--- config.mk ---
export PLATFORM = sky130hd
export DESIGN_NAME = exec_lane
export DESIGN_NICKNAME = d
export VERILOG_FILES = /design/src/verilog/core_cfg_pkg.sv /design/src/verilog/isa_pkg.sv /design/src/verilog/exec_lane.sv
export SDC_FILE = /design/constraint.sdc
export NUM_CORES = 1
export LEC_CHECK = 0
export ABC_AREA = 0
export ABC_CLOCK_PERIOD_IN_PS = 800
export BUFFER_PORTS_ARGS = -buffer_cell sky130_fd_sc_hd__buf_4
export CAP_MARGIN = 30
export CORE_UTILIZATION = 55
export CTS_BUF_LIST = sky130_fd_sc_hd__clkbuf_4 sky130_fd_sc_hd__clkbuf_8
export CTS_CLUSTER_DIAMETER = 120
export CTS_CLUSTER_SIZE = 40
export DETAILED_ROUTE_END_ITERATION = 10
export GPL_ROUTABILITY_DRIVEN = 1
export PLACE_DENSITY = 0.79
export SYNTH_ARGS = -nofsm -noshare
export SYNTH_HDL_FRONTEND = slang
export SYNTH_SLANG_ARGS = --single-unit
--- constraint.sdc ---
create_clock -name clk -period 0.8 [get_ports clk]
set_input_delay 0.04 -clock clk [delete_from_list [all_inputs] [get_ports clk]]
set_output_delay 0.04 -clock clk [all_outputs]
set_load 0.05 [all_outputs]
--- src/verilog/core_cfg_pkg.sv ---
package core_cfg_pkg;

    // datapath and pc width.
    localparam int XLEN = 32;

    // physical register tags.
    localparam int PREG_W   = 6;
    localparam int PREG_NUM = 1 << PREG_W;

    // reorder buffer numbering.
    localparam int ROB_W   = 6;
    localparam int ROB_NUM = 1 << ROB_W;

endpackage

--- src/verilog/isa_pkg.sv ---
package isa_pkg;

    // field widths of the mips-style word.
    localparam int OPCODE_W = 6;
    localparam int REG_W    = 5;
    localparam int SHAMT_W  = 5;
    localparam int FUNCT_W  = 6;
    localparam int IMM_W    = 16;

    // major opcodes.
    localparam logic [OPCODE_W-1:0] OP_RTYPE = 6'd0;
    localparam logic [OPCODE_W-1:0] OP_ADDI  = 6'd8;
    localparam logic [OPCODE_W-1:0] OP_SLTI  = 6'd10;
    localparam logic [OPCODE_W-1:0] OP_ANDI  = 6'd12;
    localparam logic [OPCODE_W-1:0] OP_ORI   = 6'd13;
    localparam logic [OPCODE_W-1:0] OP_XORI  = 6'd14;
    localparam logic [OPCODE_W-1:0] OP_LUI   = 6'd15;

    // funct codes under OP_RTYPE.
    localparam logic [FUNCT_W-1:0] FN_SLL = 6'd0;
    localparam logic [FUNCT_W-1:0] FN_SRL = 6'd2;
    localparam logic [FUNCT_W-1:0] FN_ADD = 6'd32;
    localparam logic [FUNCT_W-1:0] FN_SUB = 6'd34;
    localparam logic [FUNCT_W-1:0] FN_AND = 6'd36;
    localparam logic [FUNCT_W-1:0] FN_OR  = 6'd37;
    localparam logic [FUNCT_W-1:0] FN_XOR = 6'd38;
    localparam logic [FUNCT_W-1:0] FN_SLT = 6'd42;

    typedef enum logic [3:0] {
        ALU_ADD = 4'd0,
        ALU_SUB = 4'd1,
        ALU_AND = 4'd2,
        ALU_OR  = 4'd3,
        ALU_XOR = 4'd4,
        ALU_SLT = 4'd5,
        ALU_SLL = 4'd6,
        ALU_SRL = 4'd7,
        ALU_LUI = 4'd8
    } alu_op_t;

    typedef struct packed {
        logic [OPCODE_W-1:0] opcode;
        logic [REG_W-1:0]    rs;
        logic [REG_W-1:0]    rt;
        logic [REG_W-1:0]    rd;
        logic [SHAMT_W-1:0]  shamt;
        logic [FUNCT_W-1:0]  funct;
    } r_fmt_t;

    typedef struct packed {
        logic [OPCODE_W-1:0] opcode;
        logic [REG_W-1:0]    rs;
        logic [REG_W-1:0]    rt;
        logic [IMM_W-1:0]    imm16;
    } i_fmt_t;

    // same 32 bits, read as either format.
    typedef union packed {
        r_fmt_t r;
        i_fmt_t i;
    } instr_u;

endpackage

--- src/verilog/exec_lane.sv ---
`timescale 1ns/1ps

module exec_lane (
    input  logic                              clk,
    input  logic                              rstn,
    input  logic                              dec_valid,
    input  logic [core_cfg_pkg::XLEN-1:0]     dec_pc,
    input  isa_pkg::alu_op_t                  dec_op,
    input  logic [core_cfg_pkg::XLEN-1:0]     dec_a,
    input  logic [core_cfg_pkg::XLEN-1:0]     dec_b,
    input  logic [isa_pkg::SHAMT_W-1:0]       dec_shamt,
    input  logic [core_cfg_pkg::PREG_W-1:0]   dec_dest,
    input  logic [core_cfg_pkg::ROB_W-1:0]    dec_rob,
    output logic                              ex_valid,
    output logic [core_cfg_pkg::XLEN-1:0]     ex_pc,
    output logic [core_cfg_pkg::XLEN-1:0]     ex_result,
    output logic [core_cfg_pkg::PREG_W-1:0]   ex_dest,
    output logic [core_cfg_pkg::ROB_W-1:0]    ex_rob
);

    localparam int XLEN  = core_cfg_pkg::XLEN;
    localparam int IMM_W = isa_pkg::IMM_W;

    logic [XLEN-1:0] alu_out;
    logic            lt_signed;

    assign lt_signed = $signed(dec_a) < $signed(dec_b);

    always_comb begin
        case (dec_op)
            isa_pkg::ALU_ADD: alu_out = dec_a + dec_b;
            isa_pkg::ALU_SUB: alu_out = dec_a - dec_b;
            isa_pkg::ALU_AND: alu_out = dec_a & dec_b;
            isa_pkg::ALU_OR:  alu_out = dec_a | dec_b;
            isa_pkg::ALU_XOR: alu_out = dec_a ^ dec_b;
            isa_pkg::ALU_SLT: alu_out = {{(XLEN-1){1'b0}}, lt_signed};
            // shifts work on the rt operand.
            isa_pkg::ALU_SLL: alu_out = dec_b << dec_shamt;
            isa_pkg::ALU_SRL: alu_out = dec_b >> dec_shamt;
            isa_pkg::ALU_LUI: alu_out = {dec_b[IMM_W-1:0], {(XLEN-IMM_W){1'b0}}};
            default:          alu_out = '0;
        endcase
    end

    // ex/mem register, edge N+1.
    always_ff @(posedge clk or negedge rstn) begin
        if (!rstn) begin
            ex_valid  <= 1'b0;
            ex_pc     <= '0;
            ex_result <= '0;
            ex_dest   <= '0;
            ex_rob    <= '0;
        end else begin
            ex_valid  <= dec_valid;
            ex_pc     <= dec_pc;
            ex_result <= alu_out;
            ex_dest   <= dec_dest;
            ex_rob    <= dec_rob;
        end
    end

endmodule

==> results of run 1 <==
-- per-stage QoR --
stage,TNS [ns],utilization,area (um2),hold slack (ns),worst slack [ns]
after floorplan,-35.57,-,10700,-0.256,-1.51
after global placement,-49.22,0.884,15500,-0.0731,-1.84
after detailed placement,-51.84,0.884,15500,-0.0697,-1.96
-- kinds of logic after synthesis --
group,synth area share
muxes,0.107
buffers and inverters,0.0756
adders and majority gates,0.124
and+or+nand+nor,0.169
DFF,0.193
AOI/OAI and AO/OA,0.330
xor gates and xnor gates,0.00263
==> results.txt, run 1 <==
* Result of the run: stopped before the end
- Last stage the flow got to: 4_1_cts
- Stop Error: [ERROR DPL-0038] Utilization greater than 100%, impossible to legalize
* Synth top area cells: sky130_fd_sc_hd__dfrtp_1 19%, sky130_fd_sc_hd__ha_1 12%, sky130_fd_sc_hd__a21oi_1 6.7%
* Number of warnings printed during yosys synthesis: 0
- Number of nets produced by synthesis: 1524
- Flip-flop and latch count after synthesis: 77
* Cell type with the highest aggregate area in the netlist: sky130_fd_sc_hd__dfrtp_1
- Cell row count: 48
* Number of standard cells after synthesis: 1306
- 197 I/O pins were placed.
* Root Buffer Master: sky130_fd_sc_hd__clkbuf_8
- In this run, post-CTS repair resized a total of 301 instances.
- Once the clock tree was built, the setup fixing pass inserted 54 buffers.
* Final weighted congestion in routability-driven placement: 1.28
- Max H-tree Level: 3
- Combined area of all synthesized cells: 0.0100 mm2
- Input and output buffers added on the ports amount to 196.
- Number of flops mapped to enable cells by yosys: 0
- Sink count of the clock tree: 77
- Overall die width: 137 um
- Synthesized area per cell: 7.66 um2
- Number of CTS-inserted buffers: 9
* Most frequently used flop master after synthesis: sky130_fd_sc_hd__dfrtp_1
- The synthesized netlist contains 85 unique library cells.
- Ranked by instance count, the synthesized netlist is headed by 142 x sky130_fd_sc_hd__nor2_1, 134 x sky130_fd_sc_hd__a21oi_1, 107 x sky130_fd_sc_hd__nand2_1.
- Measured along the y axis, the die boundary spans 137 um.
- Once placement completed, the tool counted placed cells totaling 2101.
- Starting utilization of the core area: 0.571
- Among all cell types in the netlist, the one instantiated most often is sky130_fd_sc_hd__nor2_1.
* Detailed placement HPWL: 42.5 mm
- The share of synthesized area in the top cell type comes to 0.193.
- The longest clock path from root to sink contains 2 buffers.
- Counting flops with an async set or reset pin after synthesis yields a share of 1.00.
- Of the synthesized area, sequential elements account for 0.193.
* Post-CTS Hold Fix Bufs: 46
==> run 2, diff against run 1 <==
CORE_UTILIZATION = 40   (was 55)
CTS_BUF_LIST = unset   (was sky130_fd_sc_hd__clkbuf_4 sky130_fd_sc_hd__clkbuf_8)
CTS_CLUSTER_DIAMETER = unset   (was 120)
CTS_CLUSTER_SIZE = unset   (was 40)
PLACE_DENSITY = unset   (was 0.79)
PLACE_DENSITY_LB_ADDON = 0.15   (was unset)
==> results.txt, run 2 <==
- The count of pins on the block boundary came to 197 (unchanged).
- Most instantiated cells after synthesis: 142 x sky130_fd_sc_hd__nor2_1, 134 x sky130_fd_sc_hd__a21oi_1, 107 x sky130_fd_sc_hd__nand2_1
- Slew Limit Headroom: 0.585
- Sort of element at the start of the critical path: input pin
- Detailed placement HPWL: 44.9 mm (+5.7%)
- Excluding fillers, the count of instances in the completed layout stands at 2356.
- Fill cell total of the finished layout: 1642
- Library cell contributing the largest single delay on the critical path: sky130_fd_sc_hd__fa_2
- Synthesized area per cell: 7.66 um2 (unchanged)
* Flip-flop and latch count after synthesis: 77 (unchanged)
* Number of standard cells after synthesis: 1306 (unchanged)
- Leading cell type in the layout, fill and taps excluded: sky130_fd_sc_hd__buf_4
* Critical Path Max Stage Delay: 0.41 ns
- The signal on the critical path passes through buf_12, ha_4, fa_2, a21oi_4, nor3_4, o31ai_2, buf_4, a2111oi_4, buf_6, o21bai_4, a32oi_4, a221o_1, a211o_1.
* Starting utilization of the core area: 0.409 (-0.162)
- Final critical-path setup slack: -1.51 ns
* Initial antenna violation count: 2
* Number of nets produced by synthesis: 1524 (unchanged)
- Among cell families on the critical path, the largest total delay comes from compound AO/OA/AOI/OAI gates.
- Time the final worst path needs with I/O delays and setup: 2.31 ns
- The simple-gate share of the synthesized area is 0.169 (unchanged).
- Setup repair after global routing could not meet its margin everywhere.
- Count of unresolved DRC violations after routing: 0
* Max H-tree Level: 3 (unchanged)
* First-pass GRT wire length: 88.7 mm
- Counting both buffers and inverters, the worst setup path holds a total of 3.
- The critical path starts at dec_b[0].
* Leakage: 0.00888 uW
- In this run the number of cells on the critical path is 13.
- The path class of the tightest hold or removal check is input pin to async pin.
- Max-cap violations in this run came to 0.
- The count of port buffers added during placement was 196 (unchanged).
* Area of the core: 0.0245 mm2
- Fraction of met1 tracks used by global routing: 0.606
- Post-Layout Inst Area: 0.0191 mm2
* Overall die width: 160 um (+17%)
- Peak supply drop: 1130 uV
- Dividing the final minimum period by the clock period gives 2.88.
- Sequential Area: 0.00193 mm2
* Footprint of the multi-input gates: 0.00888 mm2
* Root Buffer Master: sky130_fd_sc_hd__clkbuf_16
* CTS Buffer Depth: 2 (unchanged)
- Synth top area share: 0.193 (unchanged)
- Power spread over the standard cell area amounts to 1220 mW/mm2.
- The area share of fa/ha/maj cells after synthesis is 0.124 (unchanged).
* Endpoint class of the critical path: register
* Sink count of the clock tree: 77 (unchanged)
- Dividing the detail-routed wire length by the instance count gives 26.2 um.
- After clock tree synthesis, the clock-pin slew on the worst setup and hold paths is 0.07 ns.
- Die outline height: 160 um (+17%)
- GR Overflow Total: 0
- The number of synthesized flops with an enable pin was 0 (unchanged).
- Clock tree from TritonCTS: done
* DR iter-0 viols: 1816
- Synth top area cells: sky130_fd_sc_hd__dfrtp_1 19%, sky130_fd_sc_hd__ha_1 12%, sky130_fd_sc_hd__a21oi_1 6.7%
- The portion of netlist area occupied by mux cells was 0.107 (unchanged).
- The most critical setup path has its endpoint at ex_result[22]$_DFF_PN0_.
* Synth Area in XOR/XNOR: 0.00263 (unchanged)
- Along the worst path, the maximum fanout reaches 4.
- Cell type with the highest aggregate area in the netlist: sky130_fd_sc_hd__dfrtp_1
* Instance area at placement: 0.0159 mm2 (+2.8%)
- The top cell types in the final layout, fill and taps aside, are 589 x sky130_fd_sc_hd__buf_4, 133 x sky130_fd_sc_hd__buf_6, 124 x sky130_fd_sc_hd__nor2_1.
- sky130_fd_sc_hd__nor2_1 is the most common cell in the netlist.
- Detailed routing inserted a total of 14800 vias.
- Final setup violation count: 109
* Share of the yosys chip area belonging to registers: 0.193 (unchanged)
- Overall track demand over capacity in global routing: 0.458
* Hold violation total from the final report: 0
- The net count of the finished layout is 2244.
- Average vias per placed instance: 6.29
- Share of async-settable or async-resettable flops after synthesis: 1.00 (unchanged)
* Slew at the pin closest to its max-slew limit: 0.616 ns
* Violated checks: negative setup slack
- Cell row count: 57 (+19%)
* Required arrival time at the worst endpoint: 1.03 ns
* Area growth, synth to finish: 90.8%
- The cell area after synthesis came to 0.0100 mm2 (unchanged).
- For met3 alone, demand over resource in global routing was 0.0932.
- The run finished, with violations left.
- The worst setup path is of the input pin to register kind.
* Number of routed nets with antenna violations: 0
- Final total power: 23200 uW
* Vias in the first global route: 14400
- Drt pass-1 iters: 6
* Count of cell types in the netlist: 85 (unchanged)
- For the worst setup path, the data arrival time is 2.54 ns.
* Leading registers by flop count: ex_pc: 32 flops, ex_result: 32 flops
* Number of CTS-inserted buffers: 9 (unchanged)
- The share of the synthesized area in compound gates (AO/OA/AOI/OAI) was 0.330 (unchanged).
* Main combinational cell family by area after synthesis: compound AO/OA/AOI/OAI gates
* Maximum frequency from static timing analysis: 433 MHz
* Final number of max-transition violations: 0
- The placed cell count came to 2232 (+6.2%).
- In the global route stage, met2 resource usage came out at 0.709.
- The die covers 0.0257 mm2.
- Peak-usage layer in the global routing report: met2
- Most frequently used flop master after synthesis: sky130_fd_sc_hd__dfrtp_1
* Number of warnings printed during yosys synthesis: 0 (unchanged)
* Final weighted congestion in routability-driven placement: 1.07 (-16%)
* Largest net degree at the start of global routing: 33
- The routed design has 61.8 mm of wire.
- Share of layout cells above drive strength 1: 0.533
-- run 2: cell counts after synthesis --
Identical to the previous run, type by type.
-- run 2: logic make-up after synthesis --
kind of cell | count (synthesis)
adders and majority gates | 98
and+or+nand+nor | 371
muxes | 83
buffers and inverters | 187
xor gates and xnor gates | 3
AOI/OAI and AO/OA | 487
DFF | 77
-- run 2: power by group --
part	switching (uW)	leakage [uW]	internal (uW)
Clock	2030	0.000148	2470
Combinational	7790	0.00780	6450
Sequential	219	0.000926	4240
Total	10000	0.00888	13200
-- run 2: final cells by class --
cell class | instances | area share
inverters | 91 | 0.0236
clock inverters | 7 | 0.00439
multi-input cells | 1042 | 0.465
flip-flops and latches | 77 | 0.101
diodes | 1 | 0.000131
clock buffers | 9 | 0.0118
repair buffers | 805 | 0.373
well taps | 324 | 0.0212
-- run 2: per-stage QoR --
step                      setup TNS (ns)   util  hold WS [ns]  setup slack [ns]
after global routing              -51.56  0.781         0.111             -1.56
after detailed placement          -54.55  0.652       -0.0866             -2.04
after CTS                         -46.44  0.753        0.0891             -1.46
after global placement            -54.15  0.652       -0.0898             -1.99
after floorplan                   -35.57      -        -0.256             -1.51
final                             -48.79  0.781        0.0908             -1.51
-- run 2: timing repair --
item | CTS | global route
pin swaps | 88 | 87
setup endpoints to repair | 109 | 109
gates cloned | 4 | 0
hold buffers | 46 | 0
hold endpoints to repair | 122 | 0
buffers inserted | 47 | 27
resized for setup | 302 | 128
-- run 2: worst min path at each step --
stage / startpoint / end / cells past startpoint
2_1_floorplan: rstn / ex_dest[0]$_DFF_PN0_ / 0
3_5_place_dp: rstn / ex_result[15]$_DFF_PN0_ / 1
5_1_grt: rstn / ex_result[10]$_DFF_PN0_ / 2
3_3_place_gp: rstn / ex_result[15]$_DFF_PN0_ / 1
6_report: rstn / ex_result[15]$_DFF_PN0_ / 2
4_1_cts: rstn / ex_result[10]$_DFF_PN0_ / 2
-- run 2: routing by layer --
layer / vias to the layer above / wire length (um)
li1: 6299 / -
met1: 7070 / 23800
met2: 1167 / 27000
met3: 286 / 7230
met4: 0 / 3790
met5: - / 0
Note: power is estimated with default switching activity, not from simulation.
==> run 3, diff against run 2 <==
SKIP_CTS_REPAIR_TIMING = 1   (was unset)
SLEW_MARGIN = 20   (was unset)
==> results.txt, run 3 (same netlist as run 2, synthesis figures left out) <==
- Final setup violation count: 109 (unchanged)
- Critical Path End: ex_result[25]$_DFF_PN0_
* Final weighted congestion in routability-driven placement: 1.07 (unchanged)
- Aggregate routed wire length: 58.5 mm (-5.4%)
* Highest-count cells in the layout ignoring fill and taps: 597 x sky130_fd_sc_hd__buf_4, 130 x sky130_fd_sc_hd__nor2_1, 106 x sky130_fd_sc_hd__buf_6
* Leading cell type in the layout, fill and taps excluded: sky130_fd_sc_hd__buf_4
* Violated checks: negative setup slack
* Critical Path Max Stage Delay: 0.52 ns (+0.11 ns)
- The starting density of the core came to 0.409 (unchanged).
- The number of H-tree branching levels came to 3 (unchanged).
- DR iter-0 viols: 1643 (-9.5%)
* Final core utilization: 0.753 (-0.0281)
* Count of inserted antenna diode cells: 0 (-1)
* Maximum Capacitance Violations: 0 (unchanged)
- Vias in the first global route: 12900 (-11%)
* Class of the most critical hold timing path: input pin to async pin
- Ratio of total power to cell area: 1220 mW/mm2 (about the same)
- The shortest clock period the worst path allows after layout is 2.43 ns (+0.123 ns).
* Count of unresolved DRC violations after routing: 0 (unchanged)
- The most critical setup path has its startpoint at dec_b[2].
- The buffer depth of the longest clock path is 2 (unchanged).
- The worst endpoint required time is 1.03 ns (about the same).
- The area enclosed by the die boundary came to 0.0257 mm2 (unchanged).
* Cell row count: 57 (unchanged)
* Peak supply drop: 944 uV (-17%)
- WS Path Type: input pin to register
- STA classifies the critical path endpoint as a register.
- TritonCTS built the clock tree.
* Detailed placement HPWL: 44.9 mm (unchanged)
* Final number of max-transition violations: 0 (unchanged)
- Die outline height: 160 um (unchanged)
- Result of the run: finished, violations left
- The x dimension of the die was 160 um (unchanged).
- Crit path arrival time: 2.66 ns (+0.12 ns)
* Area of the core: 0.0245 mm2 (unchanged)
- The number of fill cells was 1790 (+9.0%).
- The number of iterations in the first detailed-routing pass came to 8 (+2).
* Maximum frequency from static timing analysis: 411 MHz (-5.1%)
* Root Buffer Master: sky130_fd_sc_hd__clkbuf_16
* Post-Layout Inst Area: 0.0184 mm2 (-3.6%)
* Hold violation total from the final report: 0 (unchanged)
- The critical path goes through buf_8, clkinvlp_4, ha_4, inv_4, or3_4, nand3_4, a211o_1, a311oi_4, o41ai_4, buf_4, a21oi_4, a2111oi_4, a21oi_1.
- The final-stage net count was 2217 (-1.2%).
- I/O pins: 197 (unchanged)
- Overall track demand over capacity in global routing: 0.412 (-0.0463)
- The least setup slack across all paths after layout was -1.63 ns (-0.123 ns).
- Library cell contributing the largest single delay on the critical path: sky130_fd_sc_hd__o41ai_4
* Leading registers by flop count: ex_pc: 32 flops, ex_result: 32 flops
- GR Overflow Total: 0 (unchanged)
- Final total power: 22400 uW (-3.5%)
- The area of placed instances was 0.0159 mm2 (unchanged).
- Top fanout value on the critical path: 3 (-1)
- The worst max-slew margin expressed relative to the limit is 0.569 (-0.0165).
* Sort of element at the start of the critical path: input pin
* Unrepaired setup endpoints after global routing: true
- The via count of the routed design is 14300 (-3.2%).
- DR WL/cell: 25.1 um (-4.3%)
* First-pass GRT wire length: 79.4 mm (-10%)
* Clk slew on worst S/H paths: 0.07 ns (about the same)
- The count of port buffers added during placement came to 196 (unchanged).
* Average vias per placed instance: 6.16 (-2.1%)
- Slew at the pin closest to its max-slew limit: 0.640 ns (+0.0245 ns)
- Share of layout cells above drive strength 1: 0.507 (-0.0257)
- Area growth, synth to finish: 84.0%
* Leakage: 0.00863 uW (-2.8%)
- The number of sinks driven by the clock tree was 77 (unchanged).
* Largest net degree at the start of global routing: 33 (unchanged)
* Number of routed nets with antenna violations: 0 (unchanged)
- The final cycle utilization of the critical path was 3.04 (+0.153).
- Initial antenna violation count: 0 (-2)
- Number of CTS-inserted buffers: 9 (unchanged)
run 3: cell types whose count changed in the layout (fill, tap and decap cells not counted), sizes merged:
cell	before	now
bufbuf	3	0
clkinv	4	3
diode	1	0
clkbuf	9	12
clkinvlp	5	6
buf	756	729
run 3: layout make-up:
| class | count | area, um2 | share of cell area |
|---|---|---|---|
| Inverter | 91 | 443 | 0.0241 |
| Tap cell | 324 | 405 | 0.0220 |
| Timing Repair Buffer | 778 | 6700 | 0.364 |
| Clock inverter | 7 | 83.8 | 0.00455 |
| Multi-Input combinational cell | 1042 | 8630 | 0.469 |
| Clock buffer | 9 | 225 | 0.0122 |
| Sequential cell | 77 | 1930 | 0.105 |
run 3: worst min-delay path by stage:
stage / from / endpoint / cells after the start
detailed placement: rstn / ex_result[15]$_DFF_PN0_ / 1
finish: rstn / ex_result[15]$_DFF_PN0_ / 2
global route: rstn / ex_result[10]$_DFF_PN0_ / 2
global placement: rstn / ex_result[15]$_DFF_PN0_ / 1
CTS: rstn / ex_result[10]$_DFF_PN0_ / 1
floorplan: rstn / ex_dest[0]$_DFF_PN0_ / 0
run 3: per-stage QoR:
| stage | hold slack [ns] | TNS (ns) | setup WS, ns | cells |
|---|---|---|---|---|
| 2_1_floorplan | -0.256 | -35.57 | -1.51 | 1306 |
| 3_3_place_gp | -0.0898 | -54.15 | -1.99 | 2232 |
| 3_5_place_dp | -0.0866 | -54.55 | -2.04 | 2232 |
| 4_1_cts | -0.454 | -54.42 | -1.67 | 2248 |
| 5_1_grt | 0.121 | -52.09 | -1.69 | 2328 |
| 6_report | 0.0986 | -49.22 | -1.63 | 2328 |
run 3: layer usage:
layer,up-vias,share of wire,global-route usage
met5,-,0,0
met4,0,0.055,0.184
met3,241,0.12,0.0868
met2,1080,0.44,0.617
met1,6799,0.39,0.566
li1,6225,-,-
run 3: power breakdown:
group	internal [uW]	total, uW	switching [uW]
logic	6060	13500	7450
clock network	2470	4440	1970
registers	4240	4450	204
total	12800	22400	9620
run 3: worst max-delay path, delay by kind of cell:
| family | cells | cell delay, ns |
|---|---|---|
| simple gates | 2 | 0.51 |
| buf+inv | 4 | 0.44 |
| compound gates | 6 | 1.34 |
| fa+ha+maj | 1 | 0.33 |
==> run 4, diff against run 3 <==
BUFFER_PORTS_ARGS = -buffer_cell sky130_fd_sc_hd__buf_2   (was -buffer_cell sky130_fd_sc_hd__buf_4)
==> results.txt, run 4 (same netlist as run 2, synthesis figures left out) <==
- The switching part of the total came to 0.439 (+0.00961).
- Peak supply drop: 1200 uV (+27%)
- Number of CTS-inserted buffers: 9 (unchanged)
- The DRC marker count from the first detailed-route iteration was 1877 (+14%).
- WS Path Type: input pin to register
- STA classifies the critical path endpoint as a register.
- The count of final hold-check violations was 0 (unchanged).
- The fraction of final layout cells sized beyond drive strength 1 came to 0.523 (+0.0156).
* Maximum Capacitance Violations: 0 (unchanged)
* Area growth, synth to finish: 85.5%
- The least setup slack across all paths after layout came to -1.64 ns (-0.00510 ns).
* CTS Buffer Depth: 2 (unchanged)
* Ratio of total power to cell area: 1210 mW/mm2 (-0.68%)
* Vias in the first global route: 12700 (-1.1%)
- First-pass GRT wire length: 78.6 mm (-0.95%)
- The worst setup slack before clock tree synthesis is -2.05 ns (-0.0112 ns).
* Violated checks: negative setup slack
* Result of the run: finished, violations left
- The area enclosed by the die boundary was 0.0257 mm2 (unchanged).
- Unrepaired setup endpoints after global routing: true
- The antenna violation net count after detailed routing came to 0 (unchanged).
* Sink count of the clock tree: 77 (unchanged)
- Die outline height: 160 um (unchanged)
- Clock tree from TritonCTS: done
- The net switching power of the design was 9850 uW (+2.4%).
* Drt pass-1 iters: 8 (unchanged)
- The weighted congestion at the end of routability-driven global placement is 1.05 (-2.5%).
* Overall die width: 160 um (unchanged)
- Overall track demand over capacity in global routing: 0.413 (+0.000517)
- Leading registers by flop count: ex_pc: 32 flops, ex_result: 32 flops
- The ratio of routed vias to standard cells is 6.11 (-0.82%).
- Final core utilization: 0.759 (+0.00624)
- Final total power: 22400 uW (+0.14%)
- Number of I/O port buffers: 196 (unchanged)
* Maximum frequency from static timing analysis: 411 MHz (-0.21%)
* Slew at the pin closest to its max-slew limit: 0.567 ns (-0.0727 ns)
* Portion of total power attributed to the clock network: 0.189 (-0.009)
* Max H-tree Level: 3 (unchanged)
* Time the final worst path needs with I/O delays and setup: 2.44 ns (+0.00510 ns)
* Cell row count: 57 (unchanged)
- Leading cell type in the layout, fill and taps excluded: sky130_fd_sc_hd__buf_4
- The count of final setup violators came to 109 (unchanged).
* Required arrival time at the worst endpoint: 1.03 ns (about the same)
- The worst hold slack came to 0.202 ns (+0.103 ns).
* Aggregate routed wire length: 59.5 mm (+1.8%)
- Final Cycle Share: 3.04 (+0.00637)
* Initial antenna violation count: 4 (+4)
* Total Nets Final: 2245 (+1.3%)
- STA classifies the critical path startpoint as an input pin.
* Total number of vias: 14400 (+0.45%)
- The count of pins on the block boundary was 197 (unchanged).
* Clk slew on worst S/H paths: 0.07 ns (about the same)
* Slew Limit Headroom: 0.621 (+0.0526)
- Cell-internal power: 12600 uW (-1.5%)
- The static leakage power came to 0.00871 uW (+0.96%).
* Final number of max-transition violations: 0 (unchanged)
* Area of the core: 0.0245 mm2 (unchanged)
* Class of the most critical hold timing path: input pin to register
- The tree is rooted in a sky130_fd_sc_hd__clkbuf_16.
* Share of power burned in registers: 0.198 (about the same)
- Crit path arrival time: 2.67 ns (about the same)
- Leaving out fill and tap cells, the most frequent cells in the layout are 511 x sky130_fd_sc_hd__buf_4, 126 x sky130_fd_sc_hd__nor2_1, 118 x sky130_fd_sc_hd__buf_6.
* Starting utilization of the core area: 0.409 (unchanged)
- Relative contribution of combinational cells to total power: 0.612 (+0.009)
* Top fanout value on the critical path: 4 (+1)
* Count of unresolved DRC violations after routing: 0 (unchanged)
- The final routed wire length divided by cell count came to 25.2 um (+0.47%).
* Detailed placement HPWL: 45.2 mm (+0.67%)
* Largest net degree at the start of global routing: 48 (+45%)
- GR Overflow Total: 0 (unchanged)
==> run 4: changes by cell type in the layout (fill, tap and decap cells not counted), moves of 4 or more <==
| cell | delta |
|---|---|
| sky130_fd_sc_hd__buf_4 | -86 |
| sky130_fd_sc_hd__nor2_1 | -4 |
| sky130_fd_sc_hd__clkbuf_4 | +4 |
| sky130_fd_sc_hd__mux2i_2 | +5 |
| sky130_fd_sc_hd__buf_8 | +5 |
| sky130_fd_sc_hd__buf_6 | +12 |
| sky130_fd_sc_hd__buf_2 | +94 |
==> run 4: power groups by stage <==
stage | Clock, uW | Combinational [uW] | Sequential, uW
floorplan | 0 | 4530 | 5690
global placement | 0 | 11100 | 4410
detailed placement | 0 | 11100 | 4420
CTS | 4200 | 11200 | 4350
global route | 4400 | 14200 | 4470
finish | 4240 | 13700 | 4450
==> run 4: path summary, 6_finish.rpt <==
| path | startpoint | end | slack [ns] | cells after the start |
|---|---|---|---|---|
| min | dec_op[1] | ex_result[0]$_DFF_PN0_ | 0.20 | 4 |
| min in group asynchronous | rstn | ex_pc[28]$_DFF_PN0_ | 0.21 | 3 |
| max | dec_a[1] | ex_result[21]$_DFF_PN0_ | -1.64 | 12 |
| max in group asynchronous | rstn | ex_pc[26]$_DFF_PN0_ | 0.33 | 3 |
==> run 4: through the flow <==
step / setup TNS (ns) / std cells / cell area, um2
global placement: -55.93 / 2258 / 15600
detailed placement: -56.31 / 2258 / 15600
floorplan: -35.57 / 1306 / 10700
finish: -50.50 / 2358 / 18600
global route: -52.90 / 2356 / 18600
CTS: -58.76 / 2274 / 15900
==> run 4: metal layers <==
| layer | vias to the layer above | GRT usage | wire length (um) |
|---|---|---|---|
| li1 | 6284 | - | - |
| met1 | 6821 | 0.562 | 22600 |
| met2 | 1093 | 0.620 | 26000 |
| met3 | 208 | 0.112 | 7980 |
| met4 | 4 | 0.150 | 2870 |
| met5 | - | 0 | 23 |
==> run 4: worst max-delay path, cell delays in order <==
cell and delay, ns:
sky130_fd_sc_hd__buf_8 0.09, sky130_fd_sc_hd__clkinvlp_4 0.11, sky130_fd_sc_hd__ha_4 0.31, sky130_fd_sc_hd__a21oi_4 0.06, sky130_fd_sc_hd__or3_4 0.39, sky130_fd_sc_hd__nand3_4 0.11, sky130_fd_sc_hd__a211o_1 0.22, sky130_fd_sc_hd__a311oi_4 0.15
sky130_fd_sc_hd__o41ai_4 0.57, sky130_fd_sc_hd__a2bb2oi_2 0.20, sky130_fd_sc_hd__a21oi_2 0.07, sky130_fd_sc_hd__a2111o_1 0.34
==> run 4: final cells by class <==
cell class | count | area, um2
fillers | 1783 | 5900
well taps | 324 | 405
flip-flops and latches | 77 | 1930
multi-input cells | 1042 | 8750
diodes | 2 | 5.00
clock inverters | 7 | 65.1
repair buffers | 806 | 6750
inverters | 91 | 438
clock buffers | 9 | 225
